**config.mk**
```make
export PLATFORM = sky130hd
export DESIGN_NAME = sbusReturnMux
export DESIGN_NICKNAME = d
export VERILOG_FILES = /design/src/logic/memPkg.sv /design/src/logic/sbusReturnMux.sv
export SDC_FILE = /design/constraint.sdc
export NUM_CORES = 1
export LEC_CHECK = 0
export BUFFER_PORTS_ARGS = -buffer_cell sky130_fd_sc_hd__buf_2
export CAP_MARGIN = 20
export CORE_UTILIZATION = 40
export DETAILED_ROUTE_END_ITERATION = 12
export GPL_ROUTABILITY_DRIVEN = 0
export PLACE_DENSITY = 0.7
export SLEW_MARGIN = 20
export SYNTH_ARGS = -nofsm -noshare
export SYNTH_HDL_FRONTEND = slang
export SYNTH_SLANG_ARGS = --single-unit
```
**constraint.sdc**
```tcl
create_clock -name SBUS -period 6.4 [get_ports SBUS]
set_clock_uncertainty 0.2 [all_clocks]
set_input_delay 1.6 -clock SBUS [delete_from_list [all_inputs] [get_ports SBUS]]
set_output_delay 1.6 -clock SBUS [all_outputs]
set_load 0.05 [all_outputs]
```
**src/logic/memPkg.sv**
```systemverilog
package memPkg;

  // Core word, numbered 0 to 35 as on the SBUS data lines
  parameter int wordBits = 36;
  typedef logic [0:wordBits-1] memWord;

  // Phase engines, 0 is A and 1 is B
  parameter int phaseCount = 2;

  // Phase engine states
  // ack pulses ackn, read fetches one word
  // shift moves the mask on by one word
  // waitIdle is the closing cycle before the next request
  typedef enum logic [2:0] {
    idle,
    ack,
    read,
    shift,
    waitIdle
  } phaseState;

endpackage

```
**src/logic/sbusReturnMux.sv**
```systemverilog
`timescale 1ns/1ps

module sbusReturnMux (
  input  logic                          SBUS,
  input  logic                          rst,
  input  logic [memPkg::phaseCount-1:0] retValid,
  input  memPkg::memWord                rdData [memPkg::phaseCount],
  output logic [memPkg::phaseCount-1:0] valid,
  output memPkg::memWord                d,
  output logic                          dataPar
);

  // Both phases returning in one cycle
  logic collide;

  // Phase B word parked for one cycle
  logic           holdFull;
  memPkg::memWord holdWord;

  assign collide = retValid[0] && retValid[1];

  always_ff @(posedge SBUS) begin
    if (rst) begin
      holdFull <= 1'b0;
    end else begin
      holdFull <= collide;
    end
  end

  always_ff @(posedge SBUS) begin
    if (collide) begin
      holdWord <= rdData[1];
    end
  end

  // Drive the shared bus
  // The store output register times the bus so a word goes out with retValid
  // A parked B word goes out first
  // Otherwise A wins over B
  always_comb begin
    valid = '0;
    d     = '0;
    if (holdFull) begin
      valid[1] = 1'b1;
      d        = holdWord;
    end else if (retValid[0]) begin
      valid[0] = 1'b1;
      d        = rdData[0];
    end else if (retValid[1]) begin
      valid[1] = 1'b1;
      d        = rdData[1];
    end
  end

  // Even parity over all 36 data lines
  assign dataPar = ^d;

  // Only one valid at a time on the shared data bus
  assert property (@(posedge SBUS) disable iff (rst)
    $onehot0(valid));

  // Engines never return back to back so the parked word finds a free slot
  assert property (@(posedge SBUS) disable iff (rst)
    holdFull |-> retValid == '0);

endmodule

```
* Word-level counts from Yosys, hierarchy flattened
Cells that the tools add are included.
** Operators by class
- Muxes and demuxes :: 8
- Reductions and logical operators :: 2
** Operator list (count)
- $mux W36 :: 3
- $reduce_xor A36 Y1 :: 1
- $mux W1 :: 5
- $logic_and A1 B1 Y1 :: 1
** Word-level totals
- Register bits :: 37
- Bits of input ports :: 76
- Word-level logic and storage cells :: 12

* Depth between registers and ports, before layout
- Depth after elaboration :: 4
- Mapped depth :: 10

* Least setup slack after synthesis
Ideal clock, no wire load.
- Kind :: in2out
- From :: input retValid[1] in the netlist's numbering
- To :: output dataPar
- Arrival time :: 4.802 ns
- Data required time :: 4.600 ns
- Setup slack :: -0.202 ns
- Stages on the path :: 8
- Path buffers :: 1
- Path through :: buf_4 nor2b_4 a22oi_1 o21ai_0 xor2_1 xnor2_1 xnor3_1 xnor2_1
** Between the ends
- Longest elaborated chain between the ends :: 4
** Ends and longest elaborated chain
- start, declared :: RTL line sbusReturnMux.sv:6 : input logic [memPkg::phaseCount-1:0] retValid,
- $mux W36 :: RTL line sbusReturnMux.sv:49 : end else if (retValid[1]) begin
- $mux W36 :: RTL line sbusReturnMux.sv:46 : end else if (retValid[0]) begin
- $mux W36 :: RTL line sbusReturnMux.sv:43 : if (holdFull) begin
- named net d[5] :: RTL line sbusReturnMux.sv:9 : output memPkg::memWord d,
- $reduce_xor A36 Y1 :: RTL line sbusReturnMux.sv:56 : assign dataPar = ^d;
- end, declared :: RTL line sbusReturnMux.sv:10 : output logic dataPar
The timed path passes the listed nets, and every way through them passes these cells.

* Worst setup path after layout
- From :: input retValid[0] in the netlist's numbering
- To :: output dataPar
** Between the ends
- Longest elaborated chain between the ends :: 3
** Ends and longest elaborated chain (RTL line)
- $mux W36 :: sbusReturnMux.sv:46
- $mux W36 :: sbusReturnMux.sv:43
- $reduce_xor A36 Y1 :: sbusReturnMux.sv:56
Every way passes these cells.

==> results.ini <==
[worst_setup_path]
worst-setup-path-type=primary input to primary output
crit_path_start_kind=primary input
worstSetupEndpointType=primary output
crit_chain=buf_2 -> buf_4 -> nor2b_4 -> a22oi_1 -> o21ai_1 -> xor2_1 -> xnor2_1 -> xnor3_1 -> xnor2_1 -> buf_2
crit_buf_inv=3
crit_fanout=14
slowest_delay_ps=410
slowest_stage=xnor3_1
worstPathArrival_ps=3930
crit_required_ps=4600
crit_family=XOR/XNOR gates

[clock_tree]
clock-sinks=37
htree_num_levels=2
clk_path_buf_depth=2
ctsHoldBuffers=0
cts_root_buf=clkbuf_8
cts_setup_buffers=0
cts_made_buffers=5
clk_pin_slew_ps=70
tritoncts=yes
cts.repair.resized=0

[placement]
place_area_sq_um=3060
dp_hpwl_um=4240
portBuffers=114

[timing]
holdWs_ps=1250
fin_tns_setup_ps=0
post-route-min-period_ps=5730
fmax_mhz=174
timing.final.hold_violations=0
finalCritPeriodShare=0.896
rsz0062_at_grt=false
tightest_slew_ps=878
finalSetupViolCount=0
slew_headroom=0.414
slew_viol_final=0

[route]
wl_per_cell_um=15.0
ant_nets=0
drt_pass1_iterations=4
post-route-drc-count=0
vias_per_cell=5.16
dr_wl_met3_um=293
vias=2029
wirelength_um=5910
drt-initial-drc-count=74
topRoutingLayerUsed=met4
met1Wirelength_um=2620
wl_met2_um=2910

[worst_hold_path]
min-delay-start=rst
holdCritPathClass=primary input to flop
min_delay_worst_endpoint=holdFull$_SDFF_PP0_
hold_depth=2

[grt]
grt_pass1_vias=1909
grt_pass1_wl_um=9220
gr-total-overflow=0
antenna_found_initial=0
grt_use_total=0.187
grt_max_degree=51

[logic_synthesis]
syn-cell-area_sq_um=2490
ys_ff_latch=37
synth_area_per_cell_sq_um=11.8
synth.net_count=286
synth_cell_types=27
seq_area_frac_synth=0.443
netlist_instances=210
yosysWarnings=0

[floorplanning]
dieHeight_um=80.9
core_sq_um=5960
die_w_um=80.9
die_area_sq_um=6540
rows=28
start_util=0.418
ioPinCount=115

[final_layout]
final_common_cell=buf_2
layout-drive-gt1-share=0.481
multiInputGateArea_sq_um=1250
fillers=547
final_cell_mix=buf_2 (114), edfxtp_1 (36), xnor2_1 (27)
nNetsFinal=393
n_antenna_cell=0
final_area_sq_um=3150
area_growth_pct=26.7
seqCellArea_sq_um=1100

[power_and_ir_drop]
p_leak_uw=0.00127
power_density_nw_per_um2=284
vdd_ir_drop_max_mv=0.205

[outcome]
status=complete, no violations

[run]
maxCapViolCount=0

[through the flow]
stage | total power [uW] | setup slack [ps] | utilization | cells
after floorplan | 642 | 5.24 | - | 210
after global placement | 741 | 695 | 0.514 | 385
after detailed placement | 742 | 694 | 0.514 | 385
after CTS | 906 | 690 | 0.529 | 393
after global routing | 938 | 464 | 0.529 | 393
final | 896 | 667 | 0.529 | 393
[Yosys cell counts (all sizes together)]
cell type	count	share of area
a21oi	16	0.032
a22oi	12	0.036
a2bb2oi	16	0.094
a31oi	8	0.028
and2	1	0.0025
buf	17	0.057
clkbuf	1	0.0015
dfxtp	1	0.0080
edfxtp	36	0.43
inv	1	0.0015
nand2	20	0.030
nand3b	24	0.088
nor2b	11	0.031
o21ai	12	0.024
or2	1	0.0025
xnor2	28	0.10
xnor3	2	0.018
xor2	3	0.011
[metal layers]
layer | global-route usage | vias to the layer above
li1 | - | 993
met1 | 0.250 | 974
met2 | 0.296 | 55
met3 | 0.0382 | 7
met4 | 0.0696 | 0
met5 | 0 | -
[power breakdown]
| group | internal (uW) | switching [uW] |
|---|---|---|
| Combinational | 160 | 285 |
| Sequential | 284 | 5.01 |
| Clock | 75.2 | 86.9 |
| Total | 519 | 377 |
[registers in the layout (all words and copies together), names as in the netlist]
name      flops
holdFull      1
holdWord     36
[final cells by class]
type	count	area share
clock buffers	5	0.0218
clock inverters	3	0.00556
inverters	1	0.00119
multi-input cells	154	0.397
flip-flops and latches	37	0.350
well taps	75	0.0298
repair buffers	118	0.195
[logic make-up (layout without fill, tap and decap cells)]
family	Yosys count	in the layout	share of synthesized area
AO/OA/AOI/OAI	64	64	0.214
XOR/XNOR	33	33	0.130
buffers and inverters	19	127	0.0599
flip-flops	37	37	0.443
AND/OR/NAND/NOR	57	57	0.153
[how the worst max path moves through the flow]
stage	end	depth (start not counted)	slack [ps]	startpoint
after floorplan	dataPar	10	5	retValid[0]
after global placement	dataPar	10	700	retValid[1]
after detailed placement	dataPar	10	690	retValid[0]
after CTS	dataPar	10	690	retValid[1]
after global routing	dataPar	10	460	retValid[1]
final	dataPar	10	670	retValid[0]
No activity file was read; power rests on OpenSTA's default activity.
