$ cat src/logic/sbusPkg.sv
package sbusPkg;

  // Word address as carried on SBUS bits 12 to 35
  // Bit 35 is the least significant bit
  parameter int sbusAdrBits = 24;
  typedef logic [36-sbusAdrBits:35] sbusAdr;

  // Words moved by one quadword request
  parameter int quadWords = 4;

  // Offset of a word inside its quadword
  // These are the low bits of the word address
  parameter int offsetBits = $clog2(quadWords);
  typedef logic [offsetBits-1:0] wordOffset;

  // Request mask, leftmost bit first
  // Bit k asks for the word at (start offset + k) mod 4
  typedef logic [0:quadWords-1] rqMask;

endpackage

$ cat src/logic/memPkg.sv
package memPkg;

  // Core word, numbered 0 to 35 as on the SBUS data lines
  parameter int wordBits = 36;
  typedef logic [0:wordBits-1] memWord;

  // Phase engines, 0 is A and 1 is B
  parameter int phaseCount = 2;

  // Phase engine states
  // ack pulses ackn, read fetches one word
  // shift moves the mask on by one word
  // waitIdle is the closing cycle before the next request
  typedef enum logic [2:0] {
    idle,
    ack,
    read,
    shift,
    waitIdle
  } phaseState;

endpackage

$ cat src/logic/sbusRequestLatch.sv
`timescale 1ns/1ps

module sbusRequestLatch #(
  parameter int addrBits = 8
) (
  input  logic                          SBUS,
  input  logic                          rst,
  input  logic [memPkg::phaseCount-1:0] start,
  input  sbusPkg::rqMask                rq,
  input  sbusPkg::sbusAdr               adr,
  input  logic [memPkg::phaseCount-1:0] engineIdle,
  output logic [memPkg::phaseCount-1:0] reqGo,
  output sbusPkg::rqMask                reqMask [memPkg::phaseCount],
  output logic [addrBits-1:0]           reqAdr [memPkg::phaseCount]
);

  // One pending slot per phase
  for (genvar p = 0; p < memPkg::phaseCount; p++) begin : gSlot
    logic                full;
    sbusPkg::rqMask      maskQ;
    logic [addrBits-1:0] adrQ;

    // Slot is handed over while the engine sits in idle
    assign reqGo[p] = full && engineIdle[p];

    // A new start refills the slot even in the cycle it is taken
    always_ff @(posedge SBUS) begin
      if (rst) begin
        full <= 1'b0;
      end else if (start[p]) begin
        full <= 1'b1;
      end else if (reqGo[p]) begin
        full <= 1'b0;
      end
    end

    // Request payload, sampled with start
    // Only the low addrBits of the word address reach the core
    always_ff @(posedge SBUS) begin
      if (start[p]) begin
        maskQ <= rq;
        adrQ  <= adr[(36 - addrBits) +: addrBits];
      end
    end

    assign reqMask[p] = maskQ;
    assign reqAdr[p]  = adrQ;

    // Master never stacks a second start on a request not yet taken
    assert property (@(posedge SBUS) disable iff (rst)
      start[p] |-> !full || reqGo[p]);

    // Engine leaves idle on the cycle after it takes the slot
    assert property (@(posedge SBUS) disable iff (rst)
      reqGo[p] |=> !engineIdle[p]);
  end

endmodule

$ cat config.mk
export PLATFORM = sky130hd
export DESIGN_NAME = sbusRequestLatch
export DESIGN_NICKNAME = d
export VERILOG_FILES = /design/src/logic/sbusPkg.sv /design/src/logic/memPkg.sv /design/src/logic/sbusRequestLatch.sv
export SDC_FILE = /design/constraint.sdc
export NUM_CORES = 1
export LEC_CHECK = 0
export BUFFER_PORTS_ARGS = -buffer_cell sky130_fd_sc_hd__buf_4
export CAP_MARGIN = 15
export CORE_ASPECT_RATIO = 0.9
export CORE_MARGIN = 1.5
export CORE_UTILIZATION = 38
export CTS_CLUSTER_DIAMETER = 50
export DETAILED_ROUTE_END_ITERATION = 7
export HOLD_SLACK_MARGIN = 0.05
export PLACE_DENSITY = 0.88
export SETUP_SLACK_MARGIN = 0.02
export SKIP_LAST_GASP = 1
export SYNTH_ARGS = -nofsm -noshare
export SYNTH_HDL_FRONTEND = slang
export SYNTH_SLANG_ARGS = --single-unit
$ cat constraint.sdc
create_clock -name SBUS -period 0.8 [get_ports SBUS]
set_clock_uncertainty 0.15 [all_clocks]
set_input_delay 0.04 -clock SBUS [delete_from_list [all_inputs] [get_ports SBUS]]
set_output_delay 0.04 -clock SBUS [all_outputs]
set_load 0.05 [all_outputs]
== After elaboration in Yosys (flattened, before gate mapping) ==
Cells that the tools add are included.

* Reduce and logical (&&, ||, !) cells: 4
* Mux-type cells: 4

{| class="wikitable"
|+ Operators with widths
! cell !! count
|-
| 1-bit 2-to-1 mux || 4
|-
| 2-bit nonzero test || 2
|-
| 1-bit logical AND || 2
|}

* Word-level logic and storage cells: 14
* Register bits: 26
* Input bits: 34

== Longest topological paths before layout ==
* Word-level depth: 3
* Depth in mapped cells: 2
* Mapped depth without buffers: 2

== Worst setup path before layout ==
OpenSTA, ideal clock, no wires.

* Path type: register -> output
* Start: register gSlot[1].adrQ[0]
* End: output port reqAdr[0] (netlist name)
* Path slack: 0.009 ns
* Stages on the path, launching flop included: 1
* Data required time: 0.610 ns
* Data arrival time: 0.601 ns
* Path through: edfxtp_1

{| class="wikitable"
|+ RTL lines
! element !! line !! RTL
|-
| from (decl) || sbusRequestLatch.sv:21 || <nowiki>logic [addrBits-1:0] adrQ;</nowiki>
|-
| from (signal assigned) || sbusRequestLatch.sv:42 || <nowiki>adrQ <= adr[(36 - addrBits) +: addrBits];</nowiki>
|-
| to (decl) || sbusRequestLatch.sv:14 || <nowiki>output logic [addrBits-1:0] reqAdr [memPkg::phaseCount]</nowiki>
|}

No word-level cell between the ends.

== Worst setup path in the final report ==
* Start: register gSlot[1].full
* End: output port reqGo[1] (netlist name)

* Cells in the longest elaborated chain, start to end: 1

{| class="wikitable"
|+ RTL lines
! element !! line !! RTL
|-
| from (decl) || sbusRequestLatch.sv:19 || <nowiki>logic full;</nowiki>
|-
| from (signal assigned) || sbusRequestLatch.sv:29 || <nowiki>full <= 1'b0;</nowiki>
|-
| from (signal assigned) || sbusRequestLatch.sv:31 || <nowiki>full <= 1'b1;</nowiki>
|-
| from (signal assigned) || sbusRequestLatch.sv:33 || <nowiki>full <= 1'b0;</nowiki>
|-
| 1-bit logical AND || sbusRequestLatch.sv:24 || <nowiki>assign reqGo[p] = full && engineIdle[p];</nowiki>
|-
| to (decl) || sbusRequestLatch.sv:12 || <nowiki>output logic [memPkg::phaseCount-1:0] reqGo,</nowiki>
|}

Every way passes these cells.

==> out/metrics.csv <==
metric,value,unit
status,finished with violations,
failing checks,"negative hold slack, negative setup slack",
measured slew at the worst slew-check pin,177.1,ps
CTS Hold Bufs,13,
clk slew on worst S/H paths,130,ps
initial antenna violation count,0,
fin crit period,1161,ps
layout cell share with drive strength beyond 1,0.5979,
CTS HTree Levels,1,
fmax,0.8617,GHz
r2r startpoint,gSlot[0].full$_SDFFE_PP0P_,
Final #Nets,132,
WL final,1705,um
Max Slew Vio Count,0,
cell area after layout,1505,um2
CTS tree,yes,
worst hold slack,-161.5,ps
Syn Inst Count,34,
met1 Track Usage GR,0.1247,
"area leader, netlist",edfxtp_1,
CTS Buf Count,3,
unrepaired setup endpoints after global routing,yes,
clock buffer depth,2,
diodes inserted,0,
DRC,0,
vias,537,
WP data arrival,970,ps
YS warnings,0,
largest net degree at the start of global routing,16,
hold path start,engineIdle[0],
setup TNS,-7433,ps
sequential element share of the synthesized area,0.9441,
height of the die,46.69,um
GR Layer Usage met2,0.3205,
clock sinks,26,
PwrDens,2198,nW/um2
# fillers,117,
area post-placement,1160,um2
first-pass iteration count of the detailed router,1,
Top Usage Layer GRT,met2,
Multi-input gate area,62.56,um2
Max transition margin,0.8820,
RD Place Congestion,0.6459,
post-synthesis area per instance,23.70,um2
Worst-Skew Late Latency,310,ps
Tot Pwr,3.308,mW
fin crit share,1.451,
synth top area cells,"edfxtp_1, dfxtp_1, and2_2",
Reg area,763.2,um2
GRT overflow,0,
Worst Hold End,gSlot[0].full$_SDFFE_PP0P_,
Hold Crit Depth,3,
syn nets,68,
"antenna viol nets, final",0,
Synth top area share,0.8944,
data required time of the worst path,610,ps
1st-iter DRT viols,0,
GRT met3 Usage,0.03896,
Netlist cell types,6,
first-pass GRT wire length,2366,um
Finished Layout Cells,122,
Reg2Reg Depth,4,
startpoint type of the worst setup path,flip-flop,
vias in the first global route,576,
MaxCap Viol Count,0,
post-synthesis cell area,805.8,um2
die area,2406,um2
Clock Tree Root,clkbuf_4,
Finished Core Util,0.7712,
Die W,51.54,um
final setup margin,-360.5,ps
CP Capture Type,output port,
placed cells,102,
FF-to-FF End,gSlot[0].full$_SDFFE_PP0P_,
worst vdd ir,1.693,mV
P&R area growth vs syn,86.80,%
row cnt,15,
Pleak,0.6305,nW
Tot GR Track Use,0.1462,
DR WL/cell,13.98,um
reg2reg setup slack,-120,ps
port bufs,43,
critical path class,flip-flop to output port,
Min-Delay Path Class,input port to flip-flop,
I/O pin total,60,
crit-path max FO,2,
Synth Register Bits,26,
setup violators final,28,
Avg Vias per Cell,4.402,
CORE AREA,1952,um2
pre-CTS setup slack,-24.94,ps
final-report hold violation count,26,
Initial Utilization,0.4128,
-- area by class of cell --
type	instances	share of cell area
clock buffers	3	0.01496
well taps	25	0.02078
inverters	2	0.004988
flip-flops and latches	26	0.5071
multi-input cells	6	0.04156
clock inverters	1	0.01995
repair buffers	59	0.3907
-- cells in the mapped netlist --
master    count
edfxtp_1     24
a21oi_1       2
and2_2        2
dfxtp_1       2
inv_1         2
nand2b_1      2
-- flip-flops by register name, indices dropped and copies added, names as in the netlist --
signal       count
gSlot.adrQ      16
gSlot.maskQ      8
gSlot.full       2
-- cells by family after synthesis --
group                  share of synthesized area
DFF                                       0.9441
and+or+nand+nor                          0.03415
buffers and inverters                   0.009320
AOI/OAI and AO/OA                        0.01242
-- how the worst max path moves through the flow --
stage | from | slack [ps] | cells past startpoint | endpoint
final | gSlot[1].full$_SDFFE_PP0P_ | -360 | 2 | reqGo[1]
after floorplan | gSlot[1].adrQ[0]$_DFFE_PP_ | 9 | 0 | reqAdr[0]
after global placement | gSlot[0].full$_SDFFE_PP0P_ | -20 | 2 | reqGo[0]
after detailed placement | gSlot[1].full$_SDFFE_PP0P_ | -20 | 2 | reqGo[1]
after CTS | gSlot[1].full$_SDFFE_PP0P_ | -330 | 2 | reqGo[1]
after global routing | gSlot[1].full$_SDFFE_PP0P_ | -410 | 2 | reqGo[1]
-- critical path: stages, from the launching register on --
cell     delay, ps
dfxtp_2        370
and2_4         150
buf_8          140
-- placed cells by master (no fill, tap or decap) --
cell type      count
edfxtp_1          24
buf_6             26
buf_4             18
a21oi_2            2
buf_8              2
and2_4             2
nand2b_4           2
dfxtp_2            2
inv_1              2
clkbuf_4           3
dlygate4sd3_1     13
bufinv_16          1
-- what timing repair did --
action	CTS	global route
gates resized for setup	32	6
endpoints found under the hold margin	50	26
pin swaps	0	2
setup endpoints to repair	26	28
buffers inserted	1	2
-- where the power goes --
part           internal, mW  switching [mW]
clock network         0.506           0.364
registers              1.60          0.0498
logic                 0.317           0.469
-- per-layer routing --
layer	part of all wire	wire length, um
met4	0	0
met5	0	0
met3	0.062	106
met2	0.61	1042
met1	0.33	556
No activity file was read; power rests on OpenSTA's default activity.
