File: src/logic/sbusPkg.sv
package sbusPkg;

  // Word address as carried on SBUS bits 12 to 35
  // Bit 35 is the least significant bit
  parameter int sbusAdrBits = 24;
  typedef logic [36-sbusAdrBits:35] sbusAdr;

  // Words moved by one quadword request
  parameter int quadWords = 4;

  // Offset of a word inside its quadword
  // These are the low bits of the word address
  parameter int offsetBits = $clog2(quadWords);
  typedef logic [offsetBits-1:0] wordOffset;

  // Request mask, leftmost bit first
  // Bit k asks for the word at (start offset + k) mod 4
  typedef logic [0:quadWords-1] rqMask;

endpackage

File: src/logic/memPkg.sv
package memPkg;

  // Core word, numbered 0 to 35 as on the SBUS data lines
  parameter int wordBits = 36;
  typedef logic [0:wordBits-1] memWord;

  // Phase engines, 0 is A and 1 is B
  parameter int phaseCount = 2;

  // Phase engine states
  // ack pulses ackn, read fetches one word
  // shift moves the mask on by one word
  // waitIdle is the closing cycle before the next request
  typedef enum logic [2:0] {
    idle,
    ack,
    read,
    shift,
    waitIdle
  } phaseState;

endpackage

File: src/logic/memPhase.sv
`timescale 1ns/1ps

module memPhase #(
  parameter int addrBits = 8
) (
  input  logic                SBUS,
  input  logic                rst,
  input  logic                reqGo,
  input  sbusPkg::rqMask      reqMask,
  input  logic [addrBits-1:0] reqAdr,
  output logic                idle,
  output logic                ackn,
  output logic                rdEn,
  output logic [addrBits-1:0] rdAdr,
  output logic                retValid
);

  memPkg::phaseState state;
  memPkg::phaseState next;

  // Words still to be acknowledged
  // Bit 0 is the word at the current offset
  sbusPkg::rqMask toAck;

  // Quadword row held for the whole request
  logic [addrBits-1:sbusPkg::offsetBits] row;

  // Current word offset that wraps inside the quadword
  sbusPkg::wordOffset wo;

  // State register
  always_ff @(posedge SBUS) begin
    if (rst) begin
      state <= memPkg::idle;
    end else begin
      state <= next;
    end
  end

  // Next state
  always_comb begin
    next = state;
    case (state)
      memPkg::idle: begin
        // First word requested goes straight to ack
        if (reqGo) begin
          next = reqMask[0] ? memPkg::ack : memPkg::shift;
        end
      end
      memPkg::ack: begin
        next = memPkg::read;
      end
      memPkg::read: begin
        next = memPkg::shift;
      end
      memPkg::shift: begin
        // Go to ack for the next wanted word
        // Finish when nothing is left after this one
        // Otherwise keep shifting past clear bits
        if (toAck[1]) begin
          next = memPkg::ack;
        end else if (toAck[1:sbusPkg::quadWords-1] == '0) begin
          next = memPkg::waitIdle;
        end
      end
      memPkg::waitIdle: begin
        next = memPkg::idle;
      end
      default: begin
        next = memPkg::idle;
      end
    endcase
  end

  // Request registers
  // Every mask bit gets exactly one shift cycle
  // so the offset steps once per bit whether requested or not
  always_ff @(posedge SBUS) begin
    if (state == memPkg::idle && reqGo) begin
      toAck <= reqMask;
      row   <= reqAdr[addrBits-1:sbusPkg::offsetBits];
      wo    <= reqAdr[sbusPkg::offsetBits-1:0];
    end else if (state == memPkg::shift) begin
      toAck <= {toAck[1:sbusPkg::quadWords-1], 1'b0};
      wo    <= wo + sbusPkg::wordOffset'(1);
    end
  end

  // Moore outputs
  assign idle  = (state == memPkg::idle);
  assign ackn  = (state == memPkg::ack);
  assign rdEn  = (state == memPkg::read);
  assign rdAdr = {row, wo};

  // Store answers one cycle after the read
  always_ff @(posedge SBUS) begin
    if (rst) begin
      retValid <= 1'b0;
    end else begin
      retValid <= rdEn;
    end
  end

  // Each ackn is followed by its own read and never overlaps it
  assert property (@(posedge SBUS) disable iff (rst)
    ackn |-> !rdEn ##1 (rdEn && !ackn));

endmodule

File: config.mk
export PLATFORM = sky130hd
export DESIGN_NAME = memPhase
export DESIGN_NICKNAME = d
export VERILOG_FILES = /design/src/logic/sbusPkg.sv /design/src/logic/memPkg.sv /design/src/logic/memPhase.sv
export SDC_FILE = /design/constraint.sdc
export NUM_CORES = 1
export LEC_CHECK = 0
export BUFFER_PORTS_ARGS = -buffer_cell sky130_fd_sc_hd__buf_2
export CORE_MARGIN = 2
export CORE_UTILIZATION = 25
export DETAILED_ROUTE_END_ITERATION = 7
export SYNTH_ARGS = -nofsm -noshare
export SYNTH_HDL_FRONTEND = slang
export SYNTH_SLANG_ARGS = --single-unit
File: constraint.sdc
create_clock -name SBUS -period 2.7 [get_ports SBUS]
set_input_delay 0.405 -clock SBUS [delete_from_list [all_inputs] [get_ports SBUS]]
set_output_delay 0.405 -clock SBUS [all_outputs]
set_load 0.01 [all_outputs]
### Word level (Yosys, flattened, before mapping)

Index checks and enable logic that the tools add are counted.

| operators by class | value |
|---|---|
| add/subtract/negate cells | 1 |
| reduce and logical (&&, ||, !) cells | 5 |
| equal/unequal tests | 5 |
| muxes and demuxes | 9 |

Operators by type and width:

| cell | number |
|---|---|
| $mux 3 | 5 |
| $pmux 3 s4 | 1 |
| $eq 3x2->1 const B | 2 |
| $logic_not 3->1 | 2 |
| $mux 2 | 3 |
| $eq 3x1->1 const B | 1 |
| $ne 3x3->1 const B | 1 |
| $add 2x1->2 const B | 1 |
| $ne 2x2->1 const B | 1 |
| $reduce_and 2->1 | 1 |
| $reduce_bool 2->1 | 1 |
| $logic_and 1x1->1 | 1 |

| word-level totals | value |
|---|---|
| word-level logic and storage cells | 25 |
| bits of input ports | 15 |
| bits in registers | 15 |
| output and inout bits | 12 |

### Depth between registers and ports, before layout

Gate-level depths: netlist of the first run.

| logic depth | value |
|---|---|
| word-level depth | 4 |
| mapped depth | 4 |
| depth with buffers taken out | 3 |

### Worst setup path before layout of the first run

No wires, ideal clock.

| timing | value |
|---|---|
| path kind | register to register |
| start point | register state[2] |
| end point | register toAck[1] (data pin) |
| data required time | 2.440 ns |
| period minus slack after synthesis | 1.610 ns |
| library setup time | 0.260 ns |
| slack | 1.090 ns |
| path buffers | 1 |
| cell stages (with the launch flop) | 4 |
| data arrival time | 1.350 ns |
| cells stage by stage | dfxtp_1 > buf_6 > nor4b_4 > mux2_2 |

| on the way | value |
|---|---|
| word-level cells in the longest chain between the ends | 3 |

RTL lines:

| what | line | RTL |
|---|---|---|
| from (decl) | memPhase.sv:18 | `memPkg::phaseState state;` |
| from (signal assigned) | memPhase.sv:34 | `state <= memPkg::idle;` |
| from (signal assigned) | memPhase.sv:36 | `state <= next;` |
| $logic_not 3->1 | memPhase.sv:79 | `if (state == memPkg::idle && reqGo) begin` |
| $logic_and 1x1->1 | memPhase.sv:79 |  |
| $mux 3 | memPhase.sv:79 |  |
| to (signal assigned) | memPhase.sv:80 | `toAck <= reqMask;` |
| to (signal assigned) | memPhase.sv:84 | `toAck <= {toAck[1:sbusPkg::quadWords-1], 1'b0};` |
| to (decl) | memPhase.sv:23 | `sbusPkg::rqMask toAck;` |

No other way between the ends.
A chain may end at the register's enable or synchronous reset.

### Worst setup path in the final report of the first run

| timing | value |
|---|---|
| start point | register state[1] |
| end point | output port rdEn |

| on the way | value |
|---|---|
| word-level cells in the longest chain between the ends | 1 |

RTL lines:

| what | line | RTL |
|---|---|---|
| $eq 3x2->1 | memPhase.sv:92 | `assign rdEn = (state == memPkg::read);` |
| to (decl) | memPhase.sv:13 | `output logic rdEn,` |

No other way between the ends.

==> impl_metrics.ini, run 1 <==
[run_status]
status = finished, final reports clean

[floorplanning]
core_um2 = 2450
die_width_um = 54.7
die_area_um2 = 2990
die_h_um = 54.7
start_util_pct = 26.1
rows = 18
io_pins = 27

[clock_network]
path_clk_slew_ns = 0.09
clockRootBuffer = clkbuf_4
htreeDepth = 1
numClockSinks = 15
cts_buffers = 3
cts_setup_buffers = 0
cts_resized = 0
clock_latency_ns = 0.28
clockBufferDepth = 2
cts_tree = done
holdBufCountCts = 0

[logic_synthesis]
synth_edf_count = 11
syn_area_um2 = 642
yosysWarnings = 0
netlist.top_cell.by_area = edfxtp_1
yosysUniqueCellTypes = 22
ys_seq_elements = 15
ys_top_cells_by_area = edfxtp_1 51%, dfxtp_1 12%, nor4b_4 3.7%
synth-main-ff-cell = edfxtp_1
syn_area_per_cell_um2 = 13.7
ys_seq_area_share_pct = 63.9
async_flop_share_pct = 0
netlist_instances = 47
synth_common_cells = 11 x edfxtp_1, 5 x nand2_1, 4 x dfxtp_1
yosysTopAreaCellShare_pct = 51.5
syn-num-nets = 62
synth.most_common_cell = edfxtp_1

[sta]
fin_tns_setup_ns = 0
finalSetupViolCount = 0
fin_skew_ns = 0.00395
setup_ws_ns = 1.02
max_slew.worst_pin.slew_ns = 0.505
maxSlewViolCount = 0
max_freq_ghz = 0.595
rsz0062_at_grt = no
period_minus_slack_ns = 1.68
max-slew-margin-rel_pct = 66.4
hold_violations = 0
finalCritPeriodShare_pct = 62.2

[setup_path]
required_ns = 2.30
crit_family = flip-flops
slowest_delay_ns = 0.56
crit_buf_inv = 1
endpoint_kind = output pin
crit_path_cell_trace = nor3b_1 -> buf_2
slowest_stage = dfxtp_1
startpoint_type = flip-flop
path_class = reg -> out
cp_max_fo = 11
worstPathArrival_ns = 1.27

[global_route]
track_usage_pct = 8.80
grt_max_degree = 12
grt_pass1_wl_mm = 1.75
antenna_found_initial = 0
grt_pass1_vias = 405
overflow = 0

[power]
p_switching_uw = 129
swShare_pct = 25.5
ir_drop_mv = 0.300
pwr-share-comb_pct = 16.6
p_leak_uw = 0.000330
intPower_uw = 376
power_frac_seq_pct = 58.3
clkPwrFrac_pct = 25.1
powerDensity_nw_per_um2 = 619

[cells_and_area]
layout-drive-gt1-share_pct = 49.3
final_area_um2 = 816
area_growth_syn_to_layout_pct = 27.1
nNetsFinal = 91
antenna_cells = 0
layout.cells.non_filler = 105

[placed_design]
dp_hpwl_um = 869
post-place-ws_ns = 1.01
placed_cell_area_um2 = 790
gp_congestion = 0.699
placedCellCount = 101
portBuffers = 26

[routing]
route.met3.wl_um = 80
drt-total-wl_mm = 1.12
routed-wl-met2_um = 523
drt_iter0_drc = 6
met1_length_um = 500
drc = 0
drt-wirelength-per-cell_um = 10.7
antenna_left = 0
top_layer_used = met4
via_per_inst = 4.39
vias = 461
firstDrtPassIters = 3

[worst_hold_path]
hold_path_class = in -> reg

[job]
maxCapViolCount = 0
## cell families after synthesis
kind of cell,synth area share (%)
AOI/OAI and AO/OA,9.55
and+or+nand+nor,17.3
DFF,63.9
buffers and inverters,4.29
muxes,3.51
xor gates and xnor gates,1.36
## power by group through the flow
stage / combinational [uW] / sequential (uW) / clock, uW
after detailed placement: 86.3 / 299 / 0
after global routing: 94.9 / 298 / 150
after floorplan: 53.9 / 297 / 0
after CTS: 85.9 / 295 / 137
final: 83.8 / 294 / 127
after global placement: 84.3 / 299 / 0
## sequential cells by signal, indices dropped and copies added (netlist names)
name and cells:
row 6, state 3, toAck 3, wo 2
retValid 1
## path summary, 6_finish.rpt
kind / from / end / slack, ns / cells past startpoint
min: reqAdr[7] / row[7] / 0.30 / 1
max: state[1] / rdEn / 1.02 / 2
min reg2reg: toAck[1] / state[2] / 0.57 / 3
max reg2reg: state[2] / toAck[2] / 1.05 / 3
## cells in the final DEF (no fill, tap or decap), types with 2 or more instances in the layout
master and count:
dfxtp_1 4, nand2_1 5, o21ai_0 3, edfxtp_1 11, nor3b_1 2, clkbuf_4 3, mux2_2 2, nor2_1 3
buf_2 26, nor3_1 2
## worst register-to-register path, cell delays in order (launching register included)
cell	delay, ns
dfxtp_1	0.41
nor4b_4	0.41
buf_4	0.24
mux2_2	0.34
## per-layer routing
layer	vias up	global-route usage [%]
met5	-	0
met4	0	7.50
met3	2	2.46
met2	16	13.7
met1	210	9.80
li1	233	-
## through the flow
stage	hold WS (ns)	power (uW)	util [%]
2_1_floorplan	0.477	351	-
3_3_place_gp	0.561	383	32.2
3_5_place_dp	0.567	386	32.2
4_1_cts	0.286	517	33.2
5_1_grt	0.280	543	33.2
6_report	0.301	505	33.2
## layout make-up
cell class | instances | area [um2]
Tap cell | 30 | 37.5
Timing Repair Buffer | 27 | 138
Sequential cell | 15 | 410
Multi-Input combinational cell | 29 | 204
Fill cell | 263 | 1640
Clock buffer | 4 | 26.3
No activity file was read; power rests on OpenSTA's default activity.
==> run 2: changes to the inputs <==
Settings changed: ABC_AREA from default to 1.
Clock period 2.7 ns to 1.4 ns, I/O delays scaled along.
==> impl_metrics.ini, run 2 <==
[job]
maxCapViolCount = 0

[sta]
max_freq_ghz = 0.786
hold_violations = 0
fin_skew_ns = 0.00468
max-slew-margin-rel_pct = 88.0
maxSlewViolCount = 0
finalSetupViolCount = 0
max_slew.worst_pin.slew_ns = 0.180
finalCritPeriodShare_pct = 90.9
rsz0062_at_grt = no
period_minus_slack_ns = 1.27
fin_tns_setup_ns = 0

[logic_synthesis]
syn-num-nets = 79
synth.most_common_cell = nand2_1
ys_seq_elements = 15
ys_top_cells_by_area = edfxtp_1 52%, nand2_1 13%, dfxtp_1 13%
yosysUniqueCellTypes = 16
netlist_instances = 64
netlist.top_cell.by_area = edfxtp_1
async_flop_share_pct = 0
yosysTopAreaCellShare_pct = 52.3
synth_common_cells = 22 x nand2_1, 11 x edfxtp_1, 8 x nor2_1
ys_seq_area_share_pct = 65.0
syn_area_um2 = 632
synth-main-ff-cell = edfxtp_1
synth_edf_count = 11
syn_area_per_cell_um2 = 9.87
yosysWarnings = 0

[global_route]
antenna_found_initial = 0
grt_pass1_wl_mm = 1.88
overflow = 0
grt_max_degree = 11
grt_pass1_vias = 494
track_usage_pct = 8.82

[power]
powerDensity_nw_per_um2 = 1340
intPower_uw = 786
ir_drop_mv = 0.493
power_frac_seq_pct = 53.3
clkPwrFrac_pct = 21.1
power_uw = 1130
swShare_pct = 30.3
p_switching_uw = 342
pwr-share-comb_pct = 25.6
p_leak_uw = 0.000417

[cells_and_area]
reg_top3 = row: 6 flops, state: 3 flops, toAck: 3 flops
area_growth_syn_to_layout_pct = 33.3
top_register = row
antenna_cells = 0
layout_common_cells = 26 x buf_2, 22 x nand2_1, 11 x edfxtp_1
nNetsFinal = 111
largest_reg_flops = 6
layout.cells.non_filler = 125
layout-drive-gt1-share_pct = 40.0
final_common_cell = buf_2

[setup_path]
required_ns = 1.19
endpoint_kind = output pin
worstPathArrival_ns = 1.06
startpoint_type = flip-flop
path_class = reg -> out
cp_max_fo = 5

[routing]
via_per_inst = 4.08
drt-total-wl_mm = 1.21
drc = 0
antenna_left = 0
firstDrtPassIters = 4
vias = 510
drt_iter0_drc = 4
drt-wirelength-per-cell_um = 9.67

[clock_network]
clock_latency_ns = 0.27
numClockSinks = 15
clockRootBuffer = clkbuf_4
cts_buffers = 3
clockBufferDepth = 2
htreeDepth = 1
holdBufCountCts = 0
cts_setup_buffers = 0
path_clk_slew_ns = 0.09
cts_tree = done
cts_resized = 0

[placed_design]
portBuffers = 26
placedCellCount = 121
dp_hpwl_um = 995
gp_congestion = 0.841

[floorplanning]
die_area_um2 = 2950
core_um2 = 2430
die_width_um = 54.3
rows = 18
start_util_pct = 26.0
io_pins = 27
die_h_um = 54.3

[run_status]
status = finished, final reports clean

[worst_hold_path]
hold_path_class = in -> reg
==> run 2: changes by cell type after synthesis, sizes merged, moves of 3 or more <==
cell and change:
nand2 +18, buf -3, inv +8, nor2 +7
==> run 2: per-stage QoR <==
step	setup WS (ns)	hold slack [ns]	utilization [%]	instance area (um2)
floorplan	0.0528	0.279	-	632
finish	0.128	0.104	34.6	842
CTS	0.0458	0.0961	34.3	835
global route	0.0158	0.0925	34.6	842
global placement	0.125	0.390	33.2	807
detailed placement	0.0935	0.390	33.2	807
==> run 2: worst max-delay path, stage by stage (launching register included) <==
cell and delay, ns:
dfxtp_2 0.36, nor2_4 0.13, inv_2 0.06, nor2_4 0.10, buf_2 0.15
==> run 2: path summary, 6_finish.rpt <==
| kind | depth (start not counted) | slack [ns] | start | endpoint |
|---|---|---|---|---|
| worst max-delay path | 4 | 0.13 | state[2] | idle |
| worst min-delay path | 1 | 0.10 | reqAdr[3] | row[3] |
| worst max register to register | 6 | 0.14 | state[2] | toAck[0] |
| worst min register to register | 2 | 0.56 | toAck[1] | toAck[2] |
==> run 2: final cells by class <==
| class | count | area [um2] |
|---|---|---|
| clock buffers | 3 | 22.5 |
| clock inverters | 1 | 5.00 |
| fillers | 259 | 1590 |
| inverters | 9 | 38.8 |
| multi-input cells | 40 | 188 |
| flip-flops and latches | 15 | 413 |
| well taps | 30 | 37.5 |
| repair buffers | 27 | 138 |
==> run 2: cell families (layout without fill, tap and decap cells) <==
| group | Yosys count | count (layout) | synth area share, % |
|---|---|---|---|
| DFF | 15 | 15 | 65.0 |
| AOI/OAI and AO/OA | 3 | 3 | 2.38 |
| buffers and inverters | 9 | 40 | 6.14 |
| xor gates and xnor gates | 1 | 1 | 1.39 |
| and+or+nand+nor | 36 | 36 | 25.1 |
==> run 2: power by group through the flow <==
stage	sequential [uW]	clock, uW	combinational, uW
5_1_grt	613	258	341
3_5_place_dp	609	0	293
2_1_floorplan	622	0	165
6_report	602	238	289
4_1_cts	599	250	295
3_3_place_gp	607	0	289
==> run 2: layer usage <==
layer | global-route usage [%] | routed length [um]
met1 | 9.60 | 476
met2 | 15.9 | 602
met3 | 1.64 | 129
met4 | 5.00 | 0
met5 | 0 | 0
==> run 3: changes to the inputs <==
Settings changed: ABC_AREA 1 to default, SLEW_MARGIN from default to 40.
==> impl_metrics.ini, run 3 (synthesized netlist as in run 1, its figures left out) <==
[clock_network]
cts_setup_buffers = 0
cts_buffers = 3
clockRootBuffer = clkbuf_4
numClockSinks = 15
htreeDepth = 1
clock_latency_ns = 0.27
cts_tree = done
clockBufferDepth = 2
path_clk_slew_ns = 0.09

[floorplanning]
die_h_um = 54.7
die_width_um = 54.7
io_pins = 27
rows = 18
die_area_um2 = 2990
start_util_pct = 26.1
core_um2 = 2450

[sta]
fin_skew_ns = 0.00671
max_slew.worst_pin.slew_ns = 0.414
finalCritPeriodShare_pct = 95.9
max-slew-margin-rel_pct = 71.7
hold_ws_ns = 0.111
rsz0062_at_grt = yes
setup_ws_ns = 0.0575
maxSlewViolCount = 0
period_minus_slack_ns = 1.34
finalSetupViolCount = 0
max_freq_ghz = 0.745
hold_violations = 0

[power]
p_leak_uw = 0.000369
powerDensity_nw_per_um2 = 1150
power_uw = 1010
ir_drop_mv = 0.418

[global_route]
grt_util_met1_pct = 11.8
grt_pass1_wl_mm = 2.01
grt_max_degree = 11
use_met3_pct = 2.46
overflow = 0
grt_busiest_layer = met2
track_usage_pct = 10.1
grt_use_met2_pct = 15.5
grt_pass1_vias = 445
antenna_found_initial = 0

[setup_path]
slowest_stage = dfxtp_2
required_ns = 1.19
cp_max_fo = 10
slowest_delay_ns = 0.38
endpoint_kind = output pin
startpoint_type = flip-flop
crit_path_cell_trace = buf_6 -> nor3b_2 -> buf_2
path_class = reg -> out
worstPathArrival_ns = 1.13

[cells_and_area]
final_common_cell = buf_2
layout-drive-gt1-share_pct = 58.8
antenna_cells = 0
largest_reg_flops = 6
nNetsFinal = 96
top_register = row
reg_top3 = row: 6 flops, state: 3 flops, toAck: 3 flops
area_growth_syn_to_layout_pct = 36.5
layout_common_cells = 26 x buf_2, 11 x edfxtp_1, 5 x nand2_1, 5 x buf_4

[routing]
vias = 496
drc = 0
drt-wirelength-per-cell_um = 11.7
firstDrtPassIters = 4
drt-total-wl_mm = 1.29
drt_iter0_drc = 6
via_per_inst = 4.51
antenna_left = 0

[job]
maxCapViolCount = 0

[run_status]
status = finished, final reports clean

[placed_design]
gp_congestion = 0.746
portBuffers = 26
post-place-ws_ns = 0.0810
dp_hpwl_um = 995

[worst_hold_path]
hold_path_class = in -> reg
[run 3: routing by layer]
layer,wire length (um),share of wire (%)
met1,543,42
met2,654,51
met3,59,4.6
met4,27,2.1
met5,0,0
[run 3: repair_timing]
| action | in CTS | in global routing |
|---|---|---|
| cloned | 0 | 0 |
| hold endpoints to repair | 0 | 0 |
| hold buffers | 0 | 0 |
| setup endpoints to repair | 1 | 8 |
| gates resized for setup | 2 | 4 |
[run 3: final cells by class]
class / instances / area [um2]
clock buffers: 4 / 26.3
flip-flops and latches: 15 / 414
well taps: 30 / 37.5
multi-input cells: 29 / 219
repair buffers: 32 / 179
fillers: 253 / 1580
[run 3: power breakdown]
part           switching [uW]  total (uW)  internal, uW
combinational            98.6         209           110
sequential               27.6         560           533
clock                     128         238           110
[run 3: worst paths after layout]
| kind | start | endpoint | slack, ns | cells past startpoint |
|---|---|---|---|---|
| worst max-delay path | state[1] | rdEn | 0.06 | 3 |
| worst min-delay path | reqAdr[6] | row[6] | 0.11 | 1 |
| worst max register to register | state[0] | toAck[1] | 0.08 | 2 |
| worst min register to register | toAck[1] | state[2] | 0.60 | 3 |
[run 3: worst max-delay path, delay by kind of cell, from the launching register on]
family,cells,cell delay (ns)
DFF,1,0.38
buffers and inverters,2,0.31
and+or+nand+nor,1,0.17
[run 3: per-stage QoR]
| step | setup TNS [ns] | cell area, um2 | utilization, % | cells |
|---|---|---|---|---|
| 2_1_floorplan | -0.456 | 649 | - | 47 |
| 3_3_place_gp | 0 | 835 | 34.0 | 106 |
| 3_5_place_dp | 0 | 835 | 34.0 | 106 |
| 4_1_cts | 0 | 867 | 35.3 | 110 |
| 5_1_grt | -0.0130 | 876 | 35.7 | 110 |
| 6_report | 0 | 876 | 35.7 | 110 |
